## src/lake_defs.svh

```systemverilog
`ifndef LAKE_DEFS_SVH
`define LAKE_DEFS_SVH

// word and memory geometry
`define LAKE_DATA_W    16
`define LAKE_MEM_DEPTH 256
`define LAKE_ADDR_W    8

// cycle count and schedule times share one width
`define LAKE_TIME_W    16

// loop nest shape
`define LAKE_LOOP_DIMS 6
`define LAKE_SEL_W     3   // enough to index every level

`endif

```

## src/lake_pkg.sv

```systemverilog
`include "lake_defs.svh"

package lake_pkg;

  // one memory word
  typedef logic [`LAKE_DATA_W-1:0] data_t;

  typedef logic [`LAKE_ADDR_W-1:0] mem_addr_t;

  // cycle count and schedule times
  typedef logic [`LAKE_TIME_W-1:0] time_t;

  typedef logic [`LAKE_SEL_W-1:0] loop_sel_t;

  // jump from the previous point, one per level
  typedef logic [`LAKE_LOOP_DIMS-1:0][`LAKE_TIME_W-1:0] stride_arr_t;

  // last index of each level, counting from 0
  typedef logic [`LAKE_LOOP_DIMS-1:0][`LAKE_TIME_W-1:0] range_arr_t;

endpackage

```

## src/access_sched.sv

```systemverilog
`timescale 1ns/1ps

module access_sched (
  input  logic                  clk,
  input  logic                  rst_n,
  input  logic                  flush,
  input  lake_pkg::time_t       cycle_count,
  input  lake_pkg::range_arr_t  ranges,
  input  lake_pkg::time_t       sched_start,
  input  lake_pkg::stride_arr_t sched_strides,
  input  lake_pkg::mem_addr_t   addr_start,
  input  lake_pkg::stride_arr_t addr_strides,
  output logic                  fire,
  output lake_pkg::mem_addr_t   addr
);
  import lake_pkg::*;

  loop_sel_t sel;
  time_t     sched_time;   // cycle of the next access

  assign fire = (sched_time == cycle_count);

  loop_iter iter (
    .clk    (clk),
    .rst_n  (rst_n),
    .flush  (flush),
    .step   (fire),
    .ranges (ranges),
    .sel    (sel)
  );

  // schedule and address move along the same loop point
  affine_gen #(
    .value_t (time_t)
  ) sched_gen (
    .clk     (clk),
    .rst_n   (rst_n),
    .flush   (flush),
    .step    (fire),
    .sel     (sel),
    .start   (sched_start),
    .strides (sched_strides),
    .value   (sched_time)
  );

  affine_gen #(
    .value_t (mem_addr_t)
  ) addr_gen (
    .clk     (clk),
    .rst_n   (rst_n),
    .flush   (flush),
    .step    (fire),
    .sel     (sel),
    .start   (addr_start),
    .strides (addr_strides),
    .value   (addr)
  );

endmodule

```

## src/affine_gen.sv

```systemverilog
`timescale 1ns/1ps

module affine_gen #(
  parameter type value_t = logic [15:0]
) (
  input  logic                  clk,
  input  logic                  rst_n,
  input  logic                  flush,
  input  logic                  step,
  input  lake_pkg::loop_sel_t   sel,
  input  value_t                start,
  input  lake_pkg::stride_arr_t strides,
  output value_t                value
);

  value_t offset;   // sum of strides taken so far

  always_ff @(posedge clk or negedge rst_n) begin
    if (!rst_n) begin
      offset <= '0;
    end else if (flush) begin
      offset <= '0;
    end else if (step) begin
      // wraps at the width of value_t
      offset <= value_t'(offset + value_t'(strides[sel]));
    end
  end

  assign value = value_t'(start + offset);

endmodule

```

## src/loop_iter.sv

```systemverilog
`timescale 1ns/1ps

module loop_iter (
  input  logic                 clk,
  input  logic                 rst_n,
  input  logic                 flush,
  input  logic                 step,
  input  lake_pkg::range_arr_t ranges,
  output lake_pkg::loop_sel_t  sel
);
  import lake_pkg::*;

  localparam int Dims = $bits(range_arr_t) / $bits(time_t);

  range_arr_t      count;    // current index per level
  logic [Dims-1:0] at_last;

  always_comb begin
    for (int i = 0; i < Dims; i++) begin
      at_last[i] = (count[i] == ranges[i]);
    end
  end

  // lowest level that still has room
  always_comb begin
    sel = loop_sel_t'(Dims - 1);  // nest done, outer level keeps counting
    for (int i = Dims - 1; i >= 0; i--) begin
      if (!at_last[i]) begin
        sel = loop_sel_t'(i);
      end
    end
  end

  // advance the selected level and restart the ones below it
  always_ff @(posedge clk or negedge rst_n) begin
    if (!rst_n) begin
      count <= '0;
    end else if (flush) begin
      count <= '0;
    end else if (step) begin
      for (int i = 0; i < Dims; i++) begin
        if (i < int'(sel)) begin
          count[i] <= '0;
        end else if (i == int'(sel)) begin
          count[i] <= count[i] + 1'b1;
        end
      end
    end
  end

endmodule

```

## config.mk

```make
export PLATFORM = sky130hd
export DESIGN_NAME = access_sched
export DESIGN_NICKNAME = d
export VERILOG_FILES = /design/src/lake_pkg.sv /design/src/access_sched.sv /design/src/affine_gen.sv /design/src/loop_iter.sv
export VERILOG_INCLUDE_DIRS = /design/src
export SDC_FILE = /design/constraint.sdc
export NUM_CORES = 1
export LEC_CHECK = 0
export BUFFER_PORTS_ARGS = -buffer_cell sky130_fd_sc_hd__buf_4
export CORE_MARGIN = 8
export CORE_UTILIZATION = 48
export CTS_CLUSTER_DIAMETER = 200
export CTS_CLUSTER_SIZE = 25
export DETAILED_ROUTE_END_ITERATION = 8
export HOLD_SLACK_MARGIN = 0.12
export PLACE_DENSITY = 0.77
export SLEW_MARGIN = 40
export SYNTH_ARGS = -nofsm -noshare
export SYNTH_HDL_FRONTEND = slang
export SYNTH_SLANG_ARGS = --single-unit
export TNS_END_PERCENT = 50
```

## constraint.sdc

```tcl
create_clock -name clk -period 14.83 [get_ports clk]
set_clock_uncertainty 0.05 [all_clocks]
set_input_delay 2.966 -clock clk [delete_from_list [all_inputs] [get_ports clk]]
set_output_delay 2.966 -clock clk [all_outputs]
set_load 0.01 [all_outputs]
```

==> results.json <==
{
  "clk_latency_ps": 360,
  "rsz0062_at_grt": "false",
  "start_util_pct": 48.4,
  "detail_route.drc_violations": 0,
  "cpPeakStageDelay_ps": 470,
  "cts-root-buf": "clkbuf_16",
  "ff2ff_setup_slack_ps": 8870,
  "slew_viol_final": 0,
  "worstSetupPathType": "primary input to primary output",
  "synth.top_cells.by_area": "dfrtp_1 27%, nand2_1 7.3%, xor2_1 7.2%",
  "place_hpwl_um": 24900,
  "synth_top_area_share_pct": 26.9,
  "synthArstFlopShare_pct": 100,
  "fillers": 1856,
  "crit_required_ps": 11810,
  "wirelength_um": 31400,
  "grt_max_degree": 68,
  "grt_util_all_layers_pct": 25.3,
  "post_cts_resize_count": 0,
  "r2r-start": "iter.count[56]",
  "synth_fp_nets": 1636,
  "critPathMaxFanout": 6,
  "ys_types": 73,
  "grt_overflow": 0,
  "synthTopCellsByCount": "187 x nand2_1, 131 x a21oi_1, 107 x nand3_1",
  "ctsLongestPathBuffers": 2,
  "vias": 10315,
  "die_h_um": 158,
  "total_power_mw": 0.665,
  "min_path_cells": 1,
  "grt_pass1_wl_um": 50800,
  "cts.clk_slew.worst_paths_ps": 80,
  "syn2layout_area_growth_pct": 27.0,
  "synth_seq_cells": 104,
  "end_kind": "primary output",
  "cp.buffers_inverters": 4,
  "diodes": 0,
  "drt-initial-drc-count": 491,
  "tightest_slew_ps": 883,
  "yosysTopAreaCell": "dfrtp_1",
  "crit_chain": "buf_4, ha_1, inv_1, fa_1, xnor2_1, a211o_1, a2111oi_1, o211ai_1, or4_1, nor4_4, nand4b_1, inv_1, buf_4",
  "hold_buffers": 0,
  "syn_area_mm2": 0.00966,
  "ir_drop_mv": 0.0398,
  "drt_first_pass_iters": 7,
  "cts_sinks": 104,
  "crit_family": "simple AND/OR/NAND/NOR gates",
  "r2r-end": "sched_gen.offset[14]",
  "synth_edf_count": 0,
  "cp-start-kind": "primary input",
  "via_per_inst": 5.85,
  "min_path_type": "flop to flop",
  "hold_viol_final": 0,
  "drive_gt1_share_pct": 22.2,
  "gp_congestion": 0.925,
  "maxSlewHeadroom_pct": 40.7,
  "setup-violations-final": 0,
  "fin_crit_ps": 9080,
  "worst_ep_arrival_time_ps": 6060,
  "power_density_mw_per_mm2": 54.2,
  "die_area_mm2": 0.0249,
  "cp_num_cells": 13,
  "crit_slowest_cell": "or4_1",
  "num-nets-final": 1875,
  "grt_pass1_vias": 10484,
  "post_drt_wl_per_cell_um": 17.8,
  "status": "completed",
  "ant_nets": 0,
  "cts_tree": "built",
  "syn_inst": 1250,
  "tns_ps": 0,
  "antenna_found_initial": 1,
  "synth.most_common_cell": "nand2_1",
  "yosys_warnings": 0,
  "die_w_um": 158,
  "post_cts_buffers": 0,
  "max-cap-violations": 0,
  "yosysSeqAreaShare_pct": 26.9,
  "syn_area_per_cell_um2": 7.73,
  "fmaxAchievable_mhz": 110,
  "row_count": 52,
  "cts_buffers": 9,
  "fp.coreArea_mm2": 0.0200,
  "r2r_cells": 22,
  "synth-main-ff-cell": "dfrtp_1",
  "period_share_pct": 61.2,
  "portBuffers": 275,
  "leakagePower_nw": 5.65,
  "h-tree-depth": 3,
  "min-delay-start": "iter.count[75]",
  "ioPinCount": 340,
  "worstHoldEndpoint": "iter.count[75]"
}
-- worst max-delay path by stage --
stage	start	to	slack, ps
floorplan	sched_start[0]	fire	6240
global placement	sched_start[0]	fire	5490
detailed placement	sched_start[0]	fire	5300
CTS	sched_start[0]	fire	5300
global route	sched_start[0]	fire	5580
finish	sched_start[0]	fire	5750
-- sequential cells by signal, summed over array words and instances, names as in the netlist --
register / count
iter.count: 80
sched_gen.offset: 16
addr_gen.offset: 8
-- layer usage --
| metal | vias up | track usage, % | wire length, um |
|---|---|---|---|
| li1 | 5074 | - | - |
| met1 | 4824 | 29.1 | 12500 |
| met2 | 360 | 44.2 | 15500 |
| met3 | 57 | 6.33 | 2450 |
| met4 | 0 | 9.97 | 1030 |
| met5 | - | 0 | 0 |
-- layout by cell type, fill, tap and decap left out, drive strengths merged, types with 10 or more instances in the layout --
| cell | netlist | final |
|---|---|---|
| nor4 | 21 | 21 |
| a21o | 15 | 15 |
| nand3 | 107 | 107 |
| clkbuf | 41 | 11 |
| buf | 19 | 288 |
| nand2 | 187 | 187 |
| nor2 | 37 | 37 |
| or3 | 31 | 31 |
| a31oi | 10 | 10 |
| and3 | 35 | 35 |
| inv | 33 | 37 |
| nand4 | 19 | 19 |
| a21oi | 131 | 131 |
| dfrtp | 104 | 104 |
| o21ai | 75 | 75 |
| nor3 | 19 | 19 |
| xor2 | 79 | 79 |
| o31ai | 36 | 36 |
| xnor2 | 40 | 40 |
| or4 | 32 | 32 |
| ha | 51 | 51 |
-- power breakdown --
part / total, mW / leakage (nW) / internal [mW] / switching (mW)
registers: 0.286 / 1.45 / 0.284 / 0.00158
clock network: 0.240 / 0.144 / 0.122 / 0.118
logic: 0.139 / 4.05 / 0.0754 / 0.0636
-- cells by family (layout without fill, tap and decap cells) --
| kind of cell | Yosys count | count (layout) | share of synthesized area, % |
|---|---|---|---|
| compound gates | 333 | 333 | 21.2 |
| flops | 104 | 104 | 26.9 |
| fa+ha+maj | 55 | 55 | 7.43 |
| simple gates | 530 | 530 | 27.9 |
| mux | 13 | 13 | 1.40 |
| buf+inv | 94 | 338 | 3.83 |
| xor+xnor | 121 | 121 | 11.3 |
-- per-stage QoR --
step | cells | cell area, um2 | util (%) | setup WS (ps) | hold slack (ps)
global route | 1764 | 12300 | 61.5 | 5580 | 498
finish | 1764 | 12300 | 61.5 | 5750 | 487
detailed placement | 1747 | 12000 | 59.9 | 5300 | 478
CTS | 1763 | 12300 | 61.4 | 5300 | 489
floorplan | 1250 | 9660 | - | 6240 | 428
global placement | 1747 | 12000 | 59.8 | 5490 | 467
-- cell type report --
cell class              count  area, um2  share of cell area, %
flip-flops and latches    104       2600                   21.2
repair buffers            288       2170                   17.6
well taps                 270        338                   2.75
inverters                  34        128                   1.04
multi-input cells        1052       6750                   55.0
clock buffers              11        243                   1.98
clock inverters             5       45.0                  0.367
Note: power is estimated with default switching activity, not from simulation.
